`src/la32_decode_pkg.sv`:
```
package la32_decode_pkg;

    typedef logic [31:0] insn_t;
    typedef logic [31:0] pc_t;
    typedef logic [4:0]  reg_idx_t;
    typedef logic [1:0]  iq_class_t;
    typedef logic [4:0]  alu0_op_t;
    typedef logic [2:0]  alu1_op_t;
    typedef logic [3:0]  bru_op_t;
    typedef logic [19:0] alu0_imm_t;
    typedef logic [25:0] bru_imm_t;
    typedef logic [1:0]  exc_cause_t;
    typedef logic [14:0] exc_code_t;

    localparam iq_class_t IQ_NONE = 2'd0;
    localparam iq_class_t IQ_ALU0 = 2'd1;
    localparam iq_class_t IQ_ALU1 = 2'd2;
    localparam iq_class_t IQ_BRU  = 2'd3;

    localparam alu0_op_t ALU0_LU12I   = 5'd0;
    localparam alu0_op_t ALU0_SLTI    = 5'd1;
    localparam alu0_op_t ALU0_SLTUI   = 5'd2;
    localparam alu0_op_t ALU0_ADDI    = 5'd3;
    localparam alu0_op_t ALU0_ANDI    = 5'd4;
    localparam alu0_op_t ALU0_ORI     = 5'd5;
    localparam alu0_op_t ALU0_XORI    = 5'd6;
    localparam alu0_op_t ALU0_ADD     = 5'd7;
    localparam alu0_op_t ALU0_SUB     = 5'd8;
    localparam alu0_op_t ALU0_SLT     = 5'd9;
    localparam alu0_op_t ALU0_SLTU    = 5'd10;
    localparam alu0_op_t ALU0_NOR     = 5'd11;
    localparam alu0_op_t ALU0_AND     = 5'd12;
    localparam alu0_op_t ALU0_OR      = 5'd13;
    localparam alu0_op_t ALU0_XOR     = 5'd14;
    localparam alu0_op_t ALU0_SLL     = 5'd15;
    localparam alu0_op_t ALU0_SRL     = 5'd16;
    localparam alu0_op_t ALU0_SRA     = 5'd17;
    localparam alu0_op_t ALU0_RDCNTVH = 5'd18;
    localparam alu0_op_t ALU0_RDCNTVL = 5'd19;
    localparam alu0_op_t ALU0_RDCNTID = 5'd20;
    localparam alu0_op_t ALU0_SLLI    = 5'd21;
    localparam alu0_op_t ALU0_SRLI    = 5'd22;
    localparam alu0_op_t ALU0_SRAI    = 5'd23;

    localparam alu1_op_t ALU1_DIV   = 3'd0;
    localparam alu1_op_t ALU1_MOD   = 3'd1;
    localparam alu1_op_t ALU1_DIVU  = 3'd2;
    localparam alu1_op_t ALU1_MODU  = 3'd3;
    localparam alu1_op_t ALU1_MUL   = 3'd4;
    localparam alu1_op_t ALU1_MULH  = 3'd5;
    localparam alu1_op_t ALU1_MULHU = 3'd6;

    localparam bru_op_t BRU_PCADDU12I = 4'd0;
    localparam bru_op_t BRU_JIRL      = 4'd1;
    localparam bru_op_t BRU_B         = 4'd2;
    localparam bru_op_t BRU_BL        = 4'd3;
    localparam bru_op_t BRU_BEQ       = 4'd4;
    localparam bru_op_t BRU_BNE       = 4'd5;
    localparam bru_op_t BRU_BLT       = 4'd6;
    localparam bru_op_t BRU_BGE       = 4'd7;
    localparam bru_op_t BRU_BLTU      = 4'd8;
    localparam bru_op_t BRU_BGEU      = 4'd9;

    localparam exc_cause_t EXC_NONE    = 2'd0;
    localparam exc_cause_t EXC_BREAK   = 2'd1;
    localparam exc_cause_t EXC_SYSCALL = 2'd2;
    localparam exc_cause_t EXC_ILLEGAL = 2'd3;

    localparam reg_idx_t LINK_REG = 5'd1;

endpackage

```
`src/insn_classifier.sv`:
```
`timescale 1ns/1ps

module insn_classifier (
    input  la32_decode_pkg::insn_t      insn,
    output la32_decode_pkg::iq_class_t  iq_class,
    output la32_decode_pkg::exc_cause_t exc_cause,
    output la32_decode_pkg::exc_code_t  exc_code
);

    logic is_break;
    logic is_syscall;
    logic is_rdcnt;

    assign is_break   = (insn[31:15] == 17'b00000000001010100);
    assign is_syscall = (insn[31:15] == 17'b00000000001010110);

    // RDCNTVL/RDCNTID share a minor opcode, RDCNTVH needs rj zero
    assign is_rdcnt = ((insn[14:10] == 5'b11000) && ((insn[9:5] == 5'd0) || (insn[4:0] == 5'd0)))
                   || ((insn[14:10] == 5'b11001) && (insn[9:5] == 5'd0));

    always_comb begin
        iq_class = la32_decode_pkg::IQ_NONE;
        case (insn[31:26])
            6'b000000: begin
                if (insn[25]) begin
                    if ((insn[24:22] != 3'b011) && (insn[24:22] != 3'b100))
                        iq_class = la32_decode_pkg::IQ_ALU0;    // SLTI..XORI
                end else if (insn[24:22] == 3'b001) begin
                    case (insn[21:15])
                        7'b0000001, 7'b0001001, 7'b0010001:
                            iq_class = la32_decode_pkg::IQ_ALU0; // Shift by immediate
                        default: ;
                    endcase
                end else if (insn[24:22] == 3'b000) begin
                    case (insn[21:15])
                        7'b0100000, 7'b0100010, 7'b0100100, 7'b0100101,
                        7'b0101000, 7'b0101001, 7'b0101010, 7'b0101011,
                        7'b0101110, 7'b0101111, 7'b0110000:
                            iq_class = la32_decode_pkg::IQ_ALU0;
                        7'b0111000, 7'b0111001, 7'b0111010,
                        7'b1000000, 7'b1000001, 7'b1000010, 7'b1000011:
                            iq_class = la32_decode_pkg::IQ_ALU1;
                        7'b0000000:
                            if (is_rdcnt)
                                iq_class = la32_decode_pkg::IQ_ALU0;
                        default: ;
                    endcase
                end
            end
            6'b000101: if (!insn[25]) iq_class = la32_decode_pkg::IQ_ALU0;    // LU12I.W
            6'b000111: if (!insn[25]) iq_class = la32_decode_pkg::IQ_BRU;     // PCADDU12I
            6'b010011, 6'b010100, 6'b010101, 6'b010110, 6'b010111,
            6'b011000, 6'b011001, 6'b011010, 6'b011011:
                iq_class = la32_decode_pkg::IQ_BRU;
            default: ;
        endcase
    end

    always_comb begin
        exc_cause = la32_decode_pkg::EXC_NONE;
        exc_code  = '0;
        if (is_break) begin
            exc_cause = la32_decode_pkg::EXC_BREAK;
            exc_code  = insn[14:0];
        end else if (is_syscall) begin
            exc_cause = la32_decode_pkg::EXC_SYSCALL;
            exc_code  = insn[14:0];
        end else if (iq_class == la32_decode_pkg::IQ_NONE) begin
            exc_cause = la32_decode_pkg::EXC_ILLEGAL;
        end
    end

endmodule

```
`src/int_op_decoder.sv`:
```
`timescale 1ns/1ps

module int_op_decoder (
    input  la32_decode_pkg::insn_t     insn,
    input  la32_decode_pkg::iq_class_t iq_class,
    output la32_decode_pkg::alu0_op_t  alu0_op,
    output la32_decode_pkg::alu1_op_t  alu1_op,
    output la32_decode_pkg::alu0_imm_t alu0_imm
);

    always_comb begin
        alu0_op  = '0;
        alu0_imm = '0;
        if (iq_class == la32_decode_pkg::IQ_ALU0) begin
            alu0_imm = insn[28] ? insn[24:5] : {8'd0, insn[21:10]};   // LU12I.W takes si20
            if (insn[28]) begin
                alu0_op = la32_decode_pkg::ALU0_LU12I;
            end else if (insn[25]) begin
                case (insn[24:22])
                    3'b000:  alu0_op = la32_decode_pkg::ALU0_SLTI;
                    3'b001:  alu0_op = la32_decode_pkg::ALU0_SLTUI;
                    3'b010:  alu0_op = la32_decode_pkg::ALU0_ADDI;
                    3'b101:  alu0_op = la32_decode_pkg::ALU0_ANDI;
                    3'b110:  alu0_op = la32_decode_pkg::ALU0_ORI;
                    default: alu0_op = la32_decode_pkg::ALU0_XORI;
                endcase
            end else if (insn[22]) begin
                case (insn[19:18])
                    2'b00:   alu0_op = la32_decode_pkg::ALU0_SLLI;
                    2'b01:   alu0_op = la32_decode_pkg::ALU0_SRLI;
                    default: alu0_op = la32_decode_pkg::ALU0_SRAI;
                endcase
            end else if (insn[20]) begin
                case (insn[19:15])
                    5'b00000: alu0_op = la32_decode_pkg::ALU0_ADD;
                    5'b00010: alu0_op = la32_decode_pkg::ALU0_SUB;
                    5'b00100: alu0_op = la32_decode_pkg::ALU0_SLT;
                    5'b00101: alu0_op = la32_decode_pkg::ALU0_SLTU;
                    5'b01000: alu0_op = la32_decode_pkg::ALU0_NOR;
                    5'b01001: alu0_op = la32_decode_pkg::ALU0_AND;
                    5'b01010: alu0_op = la32_decode_pkg::ALU0_OR;
                    5'b01011: alu0_op = la32_decode_pkg::ALU0_XOR;
                    5'b01110: alu0_op = la32_decode_pkg::ALU0_SLL;
                    5'b01111: alu0_op = la32_decode_pkg::ALU0_SRL;
                    default:  alu0_op = la32_decode_pkg::ALU0_SRA;
                endcase
            end else if (insn[10]) begin
                alu0_op = la32_decode_pkg::ALU0_RDCNTVH;
            end else if (insn[4:0] == 5'd0) begin
                alu0_op = la32_decode_pkg::ALU0_RDCNTID;
            end else begin
                alu0_op = la32_decode_pkg::ALU0_RDCNTVL;
            end
        end
    end

    always_comb begin
        alu1_op = '0;
        if (iq_class == la32_decode_pkg::IQ_ALU1) begin
            case ({insn[21], insn[16:15]})
                3'b100:  alu1_op = la32_decode_pkg::ALU1_DIV;
                3'b101:  alu1_op = la32_decode_pkg::ALU1_MOD;
                3'b110:  alu1_op = la32_decode_pkg::ALU1_DIVU;
                3'b111:  alu1_op = la32_decode_pkg::ALU1_MODU;
                3'b000:  alu1_op = la32_decode_pkg::ALU1_MUL;
                3'b001:  alu1_op = la32_decode_pkg::ALU1_MULH;
                default: alu1_op = la32_decode_pkg::ALU1_MULHU;
            endcase
        end
    end

endmodule

```
`src/branch_decoder.sv`:
```
`timescale 1ns/1ps

module branch_decoder (
    input  la32_decode_pkg::insn_t     insn,
    input  la32_decode_pkg::iq_class_t iq_class,
    output la32_decode_pkg::bru_op_t   bru_op,
    output la32_decode_pkg::bru_imm_t  bru_imm
);

    always_comb begin
        bru_op  = '0;
        bru_imm = '0;
        if (iq_class == la32_decode_pkg::IQ_BRU) begin
            if (!insn[30]) begin
                bru_op  = la32_decode_pkg::BRU_PCADDU12I;
                bru_imm = {6'd0, insn[24:5]};
            end else begin
                case (insn[29:26])
                    4'b0011: bru_op = la32_decode_pkg::BRU_JIRL;
                    4'b0100: bru_op = la32_decode_pkg::BRU_B;
                    4'b0101: bru_op = la32_decode_pkg::BRU_BL;
                    4'b0110: bru_op = la32_decode_pkg::BRU_BEQ;
                    4'b0111: bru_op = la32_decode_pkg::BRU_BNE;
                    4'b1000: bru_op = la32_decode_pkg::BRU_BLT;
                    4'b1001: bru_op = la32_decode_pkg::BRU_BGE;
                    4'b1010: bru_op = la32_decode_pkg::BRU_BLTU;
                    4'b1011: bru_op = la32_decode_pkg::BRU_BGEU;
                    default: bru_op = '0;
                endcase
                if (insn[29:27] == 3'b010)
                    bru_imm = {insn[9:0], insn[25:10]};     // B/BL offs26
                else
                    bru_imm = {10'd0, insn[25:10]};
            end
        end
    end

endmodule

```
`src/operand_decoder.sv`:
```
`timescale 1ns/1ps

module operand_decoder (
    input  la32_decode_pkg::insn_t     insn,
    input  la32_decode_pkg::iq_class_t iq_class,
    output logic                       dst_en,
    output la32_decode_pkg::reg_idx_t  dst_reg,
    output logic                       src1_en,
    output la32_decode_pkg::reg_idx_t  src1_reg,
    output logic                       src2_en,
    output la32_decode_pkg::reg_idx_t  src2_reg
);

    logic is_bl;
    logic is_jirl;
    logic is_cond_br;
    logic alu0_no_src;
    logic bru_no_src;

    assign is_bl       = (insn[31:26] == 6'b010101);
    assign is_jirl     = (insn[31:26] == 6'b010011);
    assign is_cond_br  = (insn[31:26] >= 6'b010110) && (insn[31:26] <= 6'b011011);
    assign alu0_no_src = (insn[31:15] == 17'd0) || (insn[31:25] == 7'b0001010);  // RDCNT LU12I.W
    assign bru_no_src  = (insn[31:27] == 5'b01010) || (insn[31:25] == 7'b0001110); // B BL PCADDU12I

    assign dst_reg  = is_bl ? la32_decode_pkg::LINK_REG : insn[4:0];
    assign src1_reg = insn[9:5];
    assign src2_reg = (iq_class == la32_decode_pkg::IQ_BRU) ? insn[4:0] : insn[14:10];

    always_comb begin
        dst_en  = 1'b0;
        src1_en = 1'b0;
        src2_en = 1'b0;
        case (iq_class)
            la32_decode_pkg::IQ_ALU0: begin
                dst_en  = 1'b1;
                src1_en = !alu0_no_src;
                src2_en = !alu0_no_src && !insn[25] && !insn[22];  // Reg-reg forms only
            end
            la32_decode_pkg::IQ_ALU1: begin
                dst_en  = 1'b1;
                src1_en = 1'b1;
                src2_en = 1'b1;
            end
            la32_decode_pkg::IQ_BRU: begin
                dst_en  = is_jirl || is_bl;
                src1_en = !bru_no_src;
                src2_en = is_cond_br;
            end
            default: ;
        endcase
    end

endmodule

```
`src/decode_stage_reg.sv`:
```
`timescale 1ns/1ps

module decode_stage_reg (
    input  logic                          clk,
    input  logic                          rst_n,
    input  logic                          flush,
    input  logic                          in_valid,
    output logic                          in_ready,
    output logic                          out_valid,
    input  logic                          out_ready,
    input  la32_decode_pkg::pc_t          pc,
    input  la32_decode_pkg::iq_class_t    iq_class,
    input  la32_decode_pkg::alu0_op_t     alu0_op,
    input  la32_decode_pkg::alu1_op_t     alu1_op,
    input  la32_decode_pkg::bru_op_t      bru_op,
    input  la32_decode_pkg::alu0_imm_t    alu0_imm,
    input  la32_decode_pkg::bru_imm_t     bru_imm,
    input  logic                          dst_en,
    input  la32_decode_pkg::reg_idx_t     dst_reg,
    input  logic                          src1_en,
    input  la32_decode_pkg::reg_idx_t     src1_reg,
    input  logic                          src2_en,
    input  la32_decode_pkg::reg_idx_t     src2_reg,
    input  la32_decode_pkg::exc_cause_t   exc_cause,
    input  la32_decode_pkg::exc_code_t    exc_code,
    output la32_decode_pkg::pc_t          out_pc,
    output la32_decode_pkg::iq_class_t    out_iq_class,
    output la32_decode_pkg::alu0_op_t     out_alu0_op,
    output la32_decode_pkg::alu1_op_t     out_alu1_op,
    output la32_decode_pkg::bru_op_t      out_bru_op,
    output la32_decode_pkg::alu0_imm_t    out_alu0_imm,
    output la32_decode_pkg::bru_imm_t     out_bru_imm,
    output logic                          out_dst_en,
    output la32_decode_pkg::reg_idx_t     out_dst_reg,
    output logic                          out_src1_en,
    output la32_decode_pkg::reg_idx_t     out_src1_reg,
    output logic                          out_src2_en,
    output la32_decode_pkg::reg_idx_t     out_src2_reg,
    output la32_decode_pkg::exc_cause_t   out_exc_cause,
    output la32_decode_pkg::exc_code_t    out_exc_code
);

    localparam int ITEM_W = $bits(la32_decode_pkg::pc_t) + $bits(la32_decode_pkg::iq_class_t)
        + $bits(la32_decode_pkg::alu0_op_t) + $bits(la32_decode_pkg::alu1_op_t)
        + $bits(la32_decode_pkg::bru_op_t) + $bits(la32_decode_pkg::alu0_imm_t)
        + $bits(la32_decode_pkg::bru_imm_t) + 3 * (1 + $bits(la32_decode_pkg::reg_idx_t))
        + $bits(la32_decode_pkg::exc_cause_t) + $bits(la32_decode_pkg::exc_code_t);

    logic [ITEM_W-1:0] item_d;
    logic [ITEM_W-1:0] item_q;
    logic              load;

    assign in_ready = !out_valid || out_ready;  // Free slot or draining this cycle
    assign load     = in_valid && in_ready;

    assign item_d = {pc, iq_class, alu0_op, alu1_op, bru_op, alu0_imm, bru_imm,
                     dst_en, dst_reg, src1_en, src1_reg, src2_en, src2_reg,
                     exc_cause, exc_code};

    assign {out_pc, out_iq_class, out_alu0_op, out_alu1_op, out_bru_op, out_alu0_imm,
            out_bru_imm, out_dst_en, out_dst_reg, out_src1_en, out_src1_reg,
            out_src2_en, out_src2_reg, out_exc_cause, out_exc_code} = item_q;

    always_ff @(posedge clk or negedge rst_n) begin
        if (!rst_n) begin
            out_valid <= 1'b0;
            item_q    <= '0;
        end else if (flush) begin
            out_valid <= 1'b0;    // Offered input is dropped too
            item_q    <= '0;
        end else if (load) begin
            out_valid <= 1'b1;
            item_q    <= item_d;
        end else if (out_ready) begin
            out_valid <= 1'b0;
        end
    end

endmodule

```
`src/la32_decode.sv`:
```
`timescale 1ns/1ps

module la32_decode (
    input  logic                        clk,
    input  logic                        rst_n,
    input  logic                        in_valid,
    output logic                        in_ready,
    input  la32_decode_pkg::insn_t      insn,
    input  la32_decode_pkg::pc_t        pc,
    input  logic                        flush,
    output logic                        out_valid,
    input  logic                        out_ready,
    output la32_decode_pkg::pc_t        out_pc,
    output la32_decode_pkg::iq_class_t  iq_class,
    output la32_decode_pkg::alu0_op_t   alu0_op,
    output la32_decode_pkg::alu1_op_t   alu1_op,
    output la32_decode_pkg::bru_op_t    bru_op,
    output la32_decode_pkg::alu0_imm_t  alu0_imm,
    output la32_decode_pkg::bru_imm_t   bru_imm,
    output logic                        dst_en,
    output la32_decode_pkg::reg_idx_t   dst_reg,
    output logic                        src1_en,
    output la32_decode_pkg::reg_idx_t   src1_reg,
    output logic                        src2_en,
    output la32_decode_pkg::reg_idx_t   src2_reg,
    output la32_decode_pkg::exc_cause_t exc_cause,
    output la32_decode_pkg::exc_code_t  exc_code
);

    la32_decode_pkg::iq_class_t  dec_iq_class;
    la32_decode_pkg::alu0_op_t   dec_alu0_op;
    la32_decode_pkg::alu1_op_t   dec_alu1_op;
    la32_decode_pkg::bru_op_t    dec_bru_op;
    la32_decode_pkg::alu0_imm_t  dec_alu0_imm;
    la32_decode_pkg::bru_imm_t   dec_bru_imm;
    logic                        dec_dst_en;
    la32_decode_pkg::reg_idx_t   dec_dst_reg;
    logic                        dec_src1_en;
    la32_decode_pkg::reg_idx_t   dec_src1_reg;
    logic                        dec_src2_en;
    la32_decode_pkg::reg_idx_t   dec_src2_reg;
    la32_decode_pkg::exc_cause_t dec_exc_cause;
    la32_decode_pkg::exc_code_t  dec_exc_code;

    insn_classifier insn_classifier_i (
        .insn      (insn),
        .iq_class  (dec_iq_class),
        .exc_cause (dec_exc_cause),
        .exc_code  (dec_exc_code)
    );

    int_op_decoder int_op_decoder_i (
        .insn      (insn),
        .iq_class  (dec_iq_class),
        .alu0_op   (dec_alu0_op),
        .alu1_op   (dec_alu1_op),
        .alu0_imm  (dec_alu0_imm)
    );

    branch_decoder branch_decoder_i (
        .insn      (insn),
        .iq_class  (dec_iq_class),
        .bru_op    (dec_bru_op),
        .bru_imm   (dec_bru_imm)
    );

    operand_decoder operand_decoder_i (
        .insn      (insn),
        .iq_class  (dec_iq_class),
        .dst_en    (dec_dst_en),
        .dst_reg   (dec_dst_reg),
        .src1_en   (dec_src1_en),
        .src1_reg  (dec_src1_reg),
        .src2_en   (dec_src2_en),
        .src2_reg  (dec_src2_reg)
    );

    decode_stage_reg decode_stage_reg_i (
        .clk           (clk),
        .rst_n         (rst_n),
        .flush         (flush),
        .in_valid      (in_valid),
        .in_ready      (in_ready),
        .out_valid     (out_valid),
        .out_ready     (out_ready),
        .pc            (pc),
        .iq_class      (dec_iq_class),
        .alu0_op       (dec_alu0_op),
        .alu1_op       (dec_alu1_op),
        .bru_op        (dec_bru_op),
        .alu0_imm      (dec_alu0_imm),
        .bru_imm       (dec_bru_imm),
        .dst_en        (dec_dst_en),
        .dst_reg       (dec_dst_reg),
        .src1_en       (dec_src1_en),
        .src1_reg      (dec_src1_reg),
        .src2_en       (dec_src2_en),
        .src2_reg      (dec_src2_reg),
        .exc_cause     (dec_exc_cause),
        .exc_code      (dec_exc_code),
        .out_pc        (out_pc),
        .out_iq_class  (iq_class),
        .out_alu0_op   (alu0_op),
        .out_alu1_op   (alu1_op),
        .out_bru_op    (bru_op),
        .out_alu0_imm  (alu0_imm),
        .out_bru_imm   (bru_imm),
        .out_dst_en    (dst_en),
        .out_dst_reg   (dst_reg),
        .out_src1_en   (src1_en),
        .out_src1_reg  (src1_reg),
        .out_src2_en   (src2_en),
        .out_src2_reg  (src2_reg),
        .out_exc_cause (exc_cause),
        .out_exc_code  (exc_code)
    );

endmodule

```
`config.mk`:
```
export PLATFORM = sky130hd
export DESIGN_NAME = la32_decode
export DESIGN_NICKNAME = d
export VERILOG_FILES = /design/src/la32_decode_pkg.sv /design/src/insn_classifier.sv /design/src/int_op_decoder.sv /design/src/branch_decoder.sv /design/src/operand_decoder.sv /design/src/decode_stage_reg.sv /design/src/la32_decode.sv
export SDC_FILE = /design/constraint.sdc
export NUM_CORES = 1
export LEC_CHECK = 0
export BUFFER_PORTS_ARGS = -buffer_cell sky130_fd_sc_hd__buf_4
export CORE_ASPECT_RATIO = 2
export CORE_MARGIN = 8
export CORE_UTILIZATION = 50
export CTS_CLUSTER_SIZE = 20
export DETAILED_ROUTE_END_ITERATION = 10
export PLACE_DENSITY = 0.79
export REMOVE_ABC_BUFFERS = 1
export SYNTH_ARGS = -nofsm -noshare
export SYNTH_HDL_FRONTEND = slang
export SYNTH_SLANG_ARGS = --single-unit
```
`constraint.sdc`:
```
create_clock -name clk -period 1.8 [get_ports clk]
set_input_delay 0.27 -clock clk [delete_from_list [all_inputs] [get_ports clk]]
set_output_delay 0.27 -clock clk [all_outputs]
set_load 0.02 [all_outputs]
```
### Word level (Yosys, flattened, before mapping)

Memories as Yosys holds them, arrays and structs flattened.
Index checks and enable logic that the tools add are counted.

* bits in registers: 128
* memory bits (read-only): 144
* input bits: 69
* output and inout port bits: 129
* logic and storage cells: 139
* memories: 2

Memories
* (name not given): words 16, width 5, rd ports 1, clocked after memory_dff 0, wr ports 0, RTL line int_op_decoder.sv:34 `case (insn[19:15])`
* (name not given): words 16, width 4, rd ports 1, clocked after memory_dff 0, wr ports 0, RTL line branch_decoder.sv:18 `case (insn[29:26])`

* magnitude comparators: 2
* eq/ne operators: 55
* muxes and demuxes: 44
* reduce and logical (&&, ||, !) cells: 34

Operators with widths (number)
* 2-to-1 mux 127 bit: 2
* == test 7 x 6 -> 1 bit, second input constant: 14
* 2-to-1 mux 26 bit: 3
* == test 6 x 5 -> 1 bit, second input constant: 9
* 2-to-1 mux 5 bit: 9
* 2-to-1 mux 20 bit: 2
* == test 17 x 7 -> 1 bit, second input constant: 2
* 2-to-1 mux 15 bit: 2
* == test 7 bit, second input constant: 4
* == test 7 x 4 -> 1 bit, second input constant: 3
* == test 3 bit, second input constant: 6
* one-hot mux 3 bit (6 select lines): 1
* logical NOT 17 bit: 1
* one-hot mux 3 bit (5 select lines): 1
* 2-to-1 mux 2 bit: 7
* == test 6 x 3 -> 1 bit, second input constant: 2
* OR reduction 11 bit: 1
* == test 5 bit, second input constant: 2
* logical NOT 5 bit: 2
* OR reduction 9 bit: 1
* 2-to-1 mux 4 bit: 2
* one-hot mux 2 bit (4 select lines): 1
* == test 7 x 1 -> 1 bit, second input constant: 1
* == test 7 x 5 -> 1 bit, second input constant: 1
* 27 further kinds: 56

### Depth between registers and ports, before layout

Gate-level depths: netlist (run 1).

* depth in word-level cells: 16
* gate-level depth with buffers: 12
* mapped depth without buffers: 11

### Modules after synthesis

Synthesis (run 1) repeated with hierarchy kept, for this count alone.

* cell total of the unflattened synthesis: 865
* area, all modules: 8087.8 µm²

Modules (own cells, without submodules)
* decode_stage_reg: instances 1, cells each 582, area each 6170.9 µm², seq. area each 3203.1 µm²
* int_op_decoder: instances 1, cells each 94, area each 619.3 µm², seq. area each 0.0 µm²
* branch_decoder: instances 1, cells each 74, area each 491.7 µm², seq. area each 0.0 µm²
* insn_classifier: instances 1, cells each 64, area each 431.7 µm², seq. area each 0.0 µm²
* operand_decoder: instances 1, cells each 51, area each 374.1 µm², seq. area each 0.0 µm²

### Least setup slack after synthesis (run 1)

Ideal clock, no wire load.

* kind: input to register
* start: input port insn[1]
* end: register decode_stage_reg_i.item_q[88]
* library setup time: 0.064 ns
* data arrival time: 2.699 ns
* required time: 1.736 ns
* slack: -0.963 ns
* stages: 9
* path buffers: 0
* path through: or4_1 -> or3_4 -> a2111oi_4 -> or4_4 -> a21o_1 -> ha_1 -> or3b_2 -> a311oi_1 -> a21o_1

* cells in the longest elaborated chain, start to end: 14
* elaborated cells on any way between the ends: 20
* classes of those cells: eq/ne (1); mux (15); reduce/logical (4)

Ends and longest elaborated chain
* from (decl): RTL line la32_decode.sv:8 `input la32_decode_pkg::insn_t insn,`
* logical NOT 5 bit (*): RTL line insn_classifier.sv:18, int_op_decoder.sv:49
* logical OR 1 bit: RTL line insn_classifier.sv:18 `assign is_rdcnt = ((insn[14:10] == 5'b11000) && ((insn[9:5] == 5'd0) || (insn[4:0] == 5'd0)))`
* logical AND 1 bit: RTL line insn_classifier.sv:18
* logical OR 1 bit: RTL line insn_classifier.sv:19 `|| ((insn[14:10] == 5'b11001) && (insn[9:5] == 5'd0));`
* 2-to-1 mux 1 bit: RTL line insn_classifier.sv:44 `if (is_rdcnt)`
* one-hot mux 2 bit (3 select lines): RTL line insn_classifier.sv:35 `case (insn[21:15])`
* 2-to-1 mux 2 bit: RTL line insn_classifier.sv:34 `end else if (insn[24:22] == 3'b000) begin`
* 2-to-1 mux 2 bit: RTL line insn_classifier.sv:28 `end else if (insn[24:22] == 3'b001) begin`
* 2-to-1 mux 2 bit: RTL line insn_classifier.sv:25 `if (insn[25]) begin`
* one-hot mux 2 bit (4 select lines): RTL line insn_classifier.sv:23 `case (insn[31:26])`
* == test 2 x 1 -> 1 bit: RTL line int_op_decoder.sv:14 `if (iq_class == la32_decode_pkg::IQ_ALU0) begin`
* 2-to-1 mux 5 bit (*): RTL line int_op_decoder.sv:14
* 2-to-1 mux 127 bit (*): RTL line decode_stage_reg.sv:71 `end else if (load) begin`
* 2-to-1 mux 127 bit (*): RTL line decode_stage_reg.sv:68 `end else if (flush) begin`
* to (signal assigned): RTL line decode_stage_reg.sv:73 `item_q <= item_d;`
* to (decl): RTL line decode_stage_reg.sv:50 `logic [ITEM_W-1:0] item_q;`

Every way passes the cells marked *; elsewhere a longest branch is shown, timed or not. The select of a mux whose other input is x is not followed.
A chain may end at the register's enable or synchronous reset.

### Worst setup path in the final report (run 1)

* start: input port insn[1]
* end: register decode_stage_reg_i.item_q[91]

* cells in the longest elaborated chain, start to end: 14

Ends and longest elaborated chain (RTL line)
* logical NOT 5 bit: insn_classifier.sv:18
* logical OR 1 bit: insn_classifier.sv:18
* logical AND 1 bit: insn_classifier.sv:18
* logical OR 1 bit: insn_classifier.sv:19
* 2-to-1 mux 1 bit: insn_classifier.sv:44
* one-hot mux 2 bit (3 select lines): insn_classifier.sv:35
* 2-to-1 mux 2 bit: insn_classifier.sv:34
* 2-to-1 mux 2 bit: insn_classifier.sv:28
* 2-to-1 mux 2 bit: insn_classifier.sv:25
* one-hot mux 2 bit (4 select lines): insn_classifier.sv:23
* == test 2 x 1 -> 1 bit: int_op_decoder.sv:14
* 2-to-1 mux 5 bit: int_op_decoder.sv:14
* 2-to-1 mux 127 bit: decode_stage_reg.sv:71
* 2-to-1 mux 127 bit: decode_stage_reg.sv:68

Every way passes these cells. The select of a mux whose other input is x is not followed.

==> results of run 1 <==
[how the worst max path moves through the flow]
stage               slack, ps                                      from                                         to
floorplan               -4170  decode_stage_reg_i.out_valid$_DFFE_PN0P_  decode_stage_reg_i.item_q[93]$_DFFE_PN0P_
global placement        -1210                                   insn[1]  decode_stage_reg_i.item_q[88]$_DFFE_PN0P_
detailed placement      -1270                                   insn[1]  decode_stage_reg_i.item_q[89]$_DFFE_PN0P_
CTS                      -610                                   insn[1]  decode_stage_reg_i.item_q[89]$_DFFE_PN0P_
global route             -700                                   insn[1]  decode_stage_reg_i.item_q[88]$_DFFE_PN0P_
finish                   -650                                   insn[1]  decode_stage_reg_i.item_q[91]$_DFFE_PN0P_
[sequential cells by signal, summed over array words and instances, names as in the netlist]
name                          flops
decode_stage_reg_i.item_q       127
decode_stage_reg_i.out_valid      1
[final cells by class]
type                            instances  area, µm²  share of cell area [%]
Tap cell                              145        181                    1.92
Sequential cell                       128       3200                    33.9
Timing Repair Buffer                  309       2530                    26.8
Multi-Input combinational cell        362       2910                    30.7
Inverter                               10       37.5                   0.397
Clock inverter                         15        168                    1.77
Clock buffer                           17        425                    4.50
[routing by layer]
metal	vias up	GRT usage [%]
li1	2584	-
met1	2946	27.4
met2	274	50.9
met3	102	6.98
met4	0	21.5
met5	-	0
[metrics by stage]
stage / setup WS [ps] / hold WS (ps)
after floorplan: -4170 / -25.6
after global placement: -1210 / 188
after detailed placement: -1270 / 192
after CTS: -615 / 46.5
after global routing: -695 / 56.3
final: -650 / 57.4
[worst max-delay path, cell delays in order]
cell and delay [ps]:
buf_6 90, or4_4 560, or3_4 370, a2111oi_4 280, or4_4 180, a21o_1 130, ha_2 180, or3b_4 420
o31ai_1 280
[report_power, final]
group / total, mW / switching (mW) / internal, mW / leakage, nW
registers: 3.01 / 0.0522 / 2.96 / 1.75
logic: 1.24 / 0.683 / 0.555 / 2.68
clock network: 3.48 / 1.50 / 1.98 / 0.292
total: 7.73 / 2.24 / 5.49 / 4.72
[logic make-up (layout without fill, tap and decap cells)]
group	after synthesis	in the layout	share of synthesized area (%)
AO/OA/AOI/OAI	176	176	21.8
XOR/XNOR	1	1	0.147
adder cells (fa/ha/maj)	10	10	2.10
buffers and inverters	56	351	3.56
flip-flops	128	128	53.7
multiplexers	38	38	6.79
AND/OR/NAND/NOR	136	137	11.9
[repair_timing]
| item | CTS | global route |
|---|---|---|
| setup endpoints to repair | 68 | 69 |
| gates cloned | 4 | 0 |
| gates resized for setup | 114 | 22 |
| pin swaps | 18 | 16 |
| setup buffers | 5 | 5 |
| endpoints found under the hold margin | 31 | 0 |
| hold buffers | 1 | 0 |
[placed cells by master (no fill, tap or decap), drive strengths merged, types with 3 or more instances in the layout]
cell and count:
buf 308, dfrtp 128, nand2 68, o21ai 56
a22o 55, mux2i 36, a32o 21, inv 20
clkbuf 17, a21oi 14, nor2 12, nor2b 11
ha 10, nand2b 7, nor3 6, a21o 4
or3 4, nand3 4, o31ai 4, o21a 3
a211oi 3, nand3b 3, a31oi 3, nand4b 3
clkinv 3
==> summary.md, run 1 <==
| Metric | Value |
|---|---|
| Unrepaired setup endpoints after global routing | `true` |
| Area Growth Syn to Fin | `58.4%` |
| TritonCTS sink count | `about 130` |
| Vias in the first global route | `around 6400` |
| Worst r2r src | `decode_stage_reg_i.out_valid$_DFFE_PN0P_` |
| Core area | `0.0117 mm²` |
| Maximum vdd drop | `0.699 mV` |
| Synth Flop Type | `dfrtp_1` |
| Total I/O pin count | `198` |
| Cts bufs inserted | `17` |
| Routed met3 length | `1.36 mm` |
| Synth Register Bits | `about 130` |
| Starting Density | `around half` |
| Area leader, netlist | `dfrtp_1` |
| Total wire length | `22.6 mm` |
| Worst-margin pin slew | `between 600 and 700 ps` |
| Placed inst area | `around 0.0083 mm²` |
| Reg2Reg Capture Point | `decode_stage_reg_i.item_q[83]$_DFFE_PN0P_` |
| Synth warn | `0` |
| Placed Cells | `about 940` |
| Remaining routing DRC violations | `0` |
| Fin Setup TNS | `-33410 ps` |
| Fin area | `~0.0095 mm²` |
| Fin cells | `986` |
| Slew Limit Fails | `0` |
| Post-DP HPWL | `16.5 mm` |
| R2R depth | `6` |
| First-pass GRT wire length | `34.8 mm` |
| Final net count | `between 900 and 1000` |
| Hold depth | `2` |
| Sequential share of the synthesized area | `between 50% and 60%` |
| Gpl congestion | `0.915` |
| Post-layout util | `80.8%` |
| Yosys top cell area share | `a little over half` |
| Largest net degree at the start of global routing | `53` |
| Num rows | `between 50 and 60` |
| Ranking of synthesized cells by area | `dfrtp_1, a22o_1, mux2i_1, o21ai_0, nand2_1` |
| Setup crit start kind | `primary input` |
| Die ar. | `roughly 0.016 mm²` |
| Initial antenna violation count | `0` |
| Failing checks | `negative setup slack` |
| Slew headroom | `between 50% and 60%` |
| # Max-Cap Violations | `0` |
| Cells after Synth | `around 550` |
| Tot GR Track Use | `28.6%` |
| Vias | `5906` |
| Netlist cell types | `between 50 and 60` |
| Setup crit end kind | `register` |
| Tcrit/Tclk final | `136%` |
| Post-synth EDFFs | `0` |
| Die Ht | `around 170 µm` |
| P_leak | `around 4.7 nW` |
| Top Metal Used | `met4` |
| Pwr dens | `818 mW/mm²` |
| Max FO, Critical Path | `5` |
| Syn Std Cell Area | `~0.006 mm²` |
| Min Tclk post-route | `roughly 2500 ps` |
| Share of layout cells above drive strength 1 | `between 40% and 50%` |
| CP Class | `in2reg` |
| CTS tree | `done` |
| CTS root buffer | `clkbuf_16` |
| Final WS setup | `-650 ps` |
| ANT nets after route | `0` |
| Avg Cell Area, Syn | `between 10 and 15 µm²` |
| Worst-path clk slew | `around 60 ps` |
| Clock latency on the worst-skew pair | `~420 ps` |
| Hold Path End | `decode_stage_reg_i.out_valid$_DFFE_PN0P_` |
| 1st-iter DRT viols | `about 400` |
| # setup viols final | `around 70` |
| Data arrival time of the critical path | `roughly 2800 ps` |
| Top-count cell post-synth | `dfrtp_1` |
| Top cells by count, synth | `dfrtp_1, nand2_1, o21ai_0` |
| Final worst clock skew | `about 7.8 ps` |
| Filler Cell Count | `between 700 and 800` |
| Drt pass-1 iters | `5` |
| Number of H-tree levels | `4` |
| Vias per cell | `~6.0` |
| Port bufs | `between 150 and 200` |
| Required @ worst endpoint | `roughly 2100 ps` |
| Hold Vio Cnt, Final | `0` |
| Post-synth ARST share | `100%` |
| Hold Startpoint | `flush` |
| Worst R2R Setup Slack | `50 ps` |
| GRT Residual Overflow | `0` |
| Antenna Cells | `0` |
| Power, Total | `between 7 and 8 mW` |
| Highest clock rate | `around 400 MHz` |
| Clock tree buffer depth | `2` |
| Met2 wire len | `12.3 mm` |
| Detailed-route wire length per cell | `between 20 and 25 µm` |
| DRT met1 WL | `approximately 7.4 mm` |
| Min-delay worst type | `in2reg` |
| Chip width | `between 90 and 100 µm` |
| Status | `finished, violations left` |
Note: power is estimated with default switching activity, not from simulation.
==> run 2: changes to the inputs <==
ABC_AREA = 1   (was default)
clock period = 2.5 ns   (was 1.8 ns; I/O delays follow)
==> run 2 against run 1 <==
Compared with the run above: critical path depth increased by 8; sequential power decreased by 28%; register-to-register slack improved by 610 ps; critical path type unchanged; combinational power decreased by 42%; clock power decreased by 28%; the flow now finishes without violations; wire length decreased by 9.3%; via count decreased by 0.25%; critical endpoint is now decode_stage_reg_i.item_q[56]$_DFFE_PN0P_; synthesized cell count increased by 23%.
==> summary.md, run 2 <==
| Metric | Value |
|---|---|
| Status | `completed` |
| Netlist cell types | `43 (-23%)` |
| Total wire length | `20.5 mm (-9.3%)` |
| Placed Cells | `1013 (+7.5%)` |
| Detailed-route wire length per cell | `19.6 µm (-14%)` |
| Avg Cell Area, Syn | `9.03 µm² (-18%)` |
| Filler Cell Count | `940 (+32%)` |
| Die ar. | `0.0161 mm² (+1.3%)` |
| Setup crit end kind | `register` |
| Commonest non-fill, non-tap cell in the layout | `buf_4` |
| Post-layout util | `70.8% (-10 points)` |
| Initial antenna violation count | `0 (unchanged)` |
| Worst-margin pin slew | `497 ps (-106 ps)` |
| Largest register FFs | `127 (unchanged)` |
| Data arrival time of the critical path | `2510 ps (-260 ps)` |
| Maximum vdd drop | `0.536 mV (-23%)` |
| Slew Limit Fails | `0 (unchanged)` |
| # setup viols final | `0 (-100%)` |
| Hold Vio Cnt, Final | `0 (unchanged)` |
| Multi-input logic area | `0.00251 mm² (-14%)` |
| Gpl congestion | `0.922 (+0.81%)` |
| P_leak | `4.38 nW (-7.3%)` |
| Ranking of synthesized cells by area | `dfrtp_1, nand2_1, o21ai_0, a22o_1, inv_1` |
| Final worst clock skew | `6.65 ps (-1.14 ps)` |
| Vias per cell | `5.63 (-6.0%)` |
| Vias in the first global route | `6184 (-3.8%)` |
| Syn Std Cell Area | `0.00606 mm² (+1.5%)` |
| Drt pass-1 iters | `4 (-1)` |
| Synth Area in Adders | `2.07% (-0.031 points)` |
| Core area | `0.0120 mm² (+2.4%)` |
| Share of layout cells above drive strength 1 | `33.4% (-16 points)` |
| Post-synth EDFFs | `0 (unchanged)` |
| # Max-Cap Violations | `0 (unchanged)` |
| Min-delay worst type | `in2reg` |
| Synth Flop Type | `dfrtp_1` |
| Min Tclk post-route | `~2200 ps` |
| Total I/O pin count | `198 (unchanged)` |
| Synth warn | `0 (unchanged)` |
| GRT Residual Overflow | `0 (unchanged)` |
| CP Class | `in2reg` |
| Clock tree buffer depth | `2 (unchanged)` |
| Post-DP HPWL | `15.0 mm (-9.5%)` |
| Largest net degree at the start of global routing | `99 (+87%)` |
| Num rows | `57 (+1.8%)` |
| Register area | `0.00320 mm² (unchanged)` |
| Worst-path clk slew | `60 ps (about the same)` |
| Number of H-tree levels | `4 (unchanged)` |
| Simple-gate share of the synthesized area | `18.5% (+6.6 points)` |
| Area leader, netlist | `dfrtp_1` |
| Most frequent cells in the layout | `buf_4, nand2_1, dfrtp_1` |
| First-pass GRT wire length | `32.5 mm (-6.7%)` |
| Final WS setup | `310 ps (+960 ps)` |
| Synth Register Bits | `128 (unchanged)` |
| Chip width | `93.8 µm (+0.62%)` |
| Area Growth Syn to Fin | `39.9%` |
| Top cells by count, synth | `nand2_1, dfrtp_1, o21ai_0` |
| Hold Slack | `186 ps (+129 ps)` |
| Final net count | `965 (+6.4%)` |
| Max FO, Critical Path | `7 (+2)` |
| Fin cells | `1046 (+6.1%)` |
| Unrepaired setup endpoints after global routing | `false` |
| CTS tree | `done` |
| Slew headroom | `66.9% (+7.6 points)` |
| Hold depth | `2 (unchanged)` |
| Top-count cell post-synth | `nand2_1` |
| Vias | `5891 (-0.25%)` |
| Starting Density | `50.6% (-0.45 points)` |
| Die Ht | `172 µm (+0.67%)` |
| Port bufs | `197 (unchanged)` |
| Largest regs | `decode_stage_reg_i.item_q x127, decode_stage_reg_i.out_valid x1` |
| Cells after Synth | `671 (+23%)` |
| Highest clock rate | `around 460 MHz` |
| Synth Area in Compound Gates | `20.7% (-1.1 points)` |
| Antenna Cells | `0 (unchanged)` |
| Tcrit/Tclk final | `87.6%` |
| Combinational family with the most area after synthesis | `compound AO/OA/AOI/OAI gates` |
| ANT nets after route | `0 (unchanged)` |
| Pwr dens | `634 mW/mm² (-22%)` |
| Largest Register | `decode_stage_reg_i.item_q` |
| Required @ worst endpoint | `2820 ps (+700 ps)` |
| Cts bufs inserted | `17 (unchanged)` |
| TritonCTS sink count | `128 (unchanged)` |
| Post-Synth XOR/XNOR Area | `0% (-0.15 points)` |
| Setup Buffers After CTS | `0 (-5)` |
| Mux share of post-synthesis cell area | `0% (-6.8 points)` |
| Tot GR Track Use | `25.7% (-2.9 points)` |
| Yosys top cell area share | `52.9% (-0.79 points)` |
| Remaining routing DRC violations | `0 (unchanged)` |
| Setup crit start kind | `primary input` |
| Fin Setup TNS | `0 ps (+33410 ps)` |
| Post-Place Setup Slack | `-170 ps (+1100 ps)` |
| 1st-iter DRT viols | `393 (-4.4%)` |
| Clock latency on the worst-skew pair | `420 ps (about the same)` |
| Sequential share of the synthesized area | `52.9% (-0.79 points)` |
| R2R depth | `6 (unchanged)` |
| CTS root buffer | `clkbuf_16` |
| Post-synth ARST share | `100% (unchanged)` |
run 2: logic make-up after synthesis:
family | count (synthesis)
fa+ha+maj | 10
buf+inv | 84
simple gates | 258
flops | 128
compound gates | 191
run 2: worst max-delay path, stage by stage:
cell and delay [ps]:
buf_4 130, inv_1 120, ha_2 220, inv_1 60
nor2_1 130, nand2_1 90, nor2_1 90, nand2_1 50
nand3_1 70, nand2_1 50, nand2_1 60, nand2_1 50
nand2_2 90, ha_1 210, buf_4 160, nand3_1 250
o21ai_0 290
run 2: final timing paths:
check	from	endpoint	slack (ps)
max in group asynchronous	rst_n	decode_stage_reg_i.item_q[81]$_DFFE_PN0P_	1210
setup reg to reg	decode_stage_reg_i.out_valid$_DFFE_PN0P_	decode_stage_reg_i.item_q[56]$_DFFE_PN0P_	660
setup / recovery	insn[15]	decode_stage_reg_i.item_q[56]$_DFFE_PN0P_	310
min in group asynchronous	rst_n	decode_stage_reg_i.item_q[38]$_DFFE_PN0P_	480
hold / removal	pc[0]	decode_stage_reg_i.item_q[95]$_DFFE_PN0P_	190
hold reg to reg	decode_stage_reg_i.item_q[26]$_DFFE_PN0P_	decode_stage_reg_i.item_q[26]$_DFFE_PN0P_	470
run 2: cell type report:
class	instances	area share, %
clock buffers	17	5.02
clock inverters	15	1.96
inverters	45	2.04
multi-input cells	459	29.6
flip-flops and latches	128	37.8
well taps	147	2.17
repair buffers	235	21.4
run 2: where the power goes:
part	leakage (nW)	internal, mW	switching, mW	total, mW
sequential	1.75	2.13	0.0369	2.17
combinational	2.34	0.278	0.443	0.720
clock	0.282	1.42	1.07	2.49
total	4.38	3.83	1.55	5.38
run 2: per-layer routing:
metal	vias up	share of wire, %	track usage, %
met5	-	0	0
met4	0	2.0	9.59
met3	29	8.2	7.04
met2	291	51	42.5
met1	2855	39	30.8
li1	2716	-	-
run 2: timing repair:
| action | in CTS | in global routing |
|---|---|---|
| hold endpoints to repair | 34 | 0 |
| hold buffers | 1 | 0 |
| setup endpoints to repair | 0 | 4 |
| resized for setup | 0 | 2 |
run 2: per-stage QoR:
stage          total power [mW]  cell area [µm²]
3_3_place_gp               2.91             7870
4_1_cts                    5.42             8480
6_report                   5.38             8480
2_1_floorplan              2.51             5880
5_1_grt                    5.57             8480
3_5_place_dp               2.92             7870
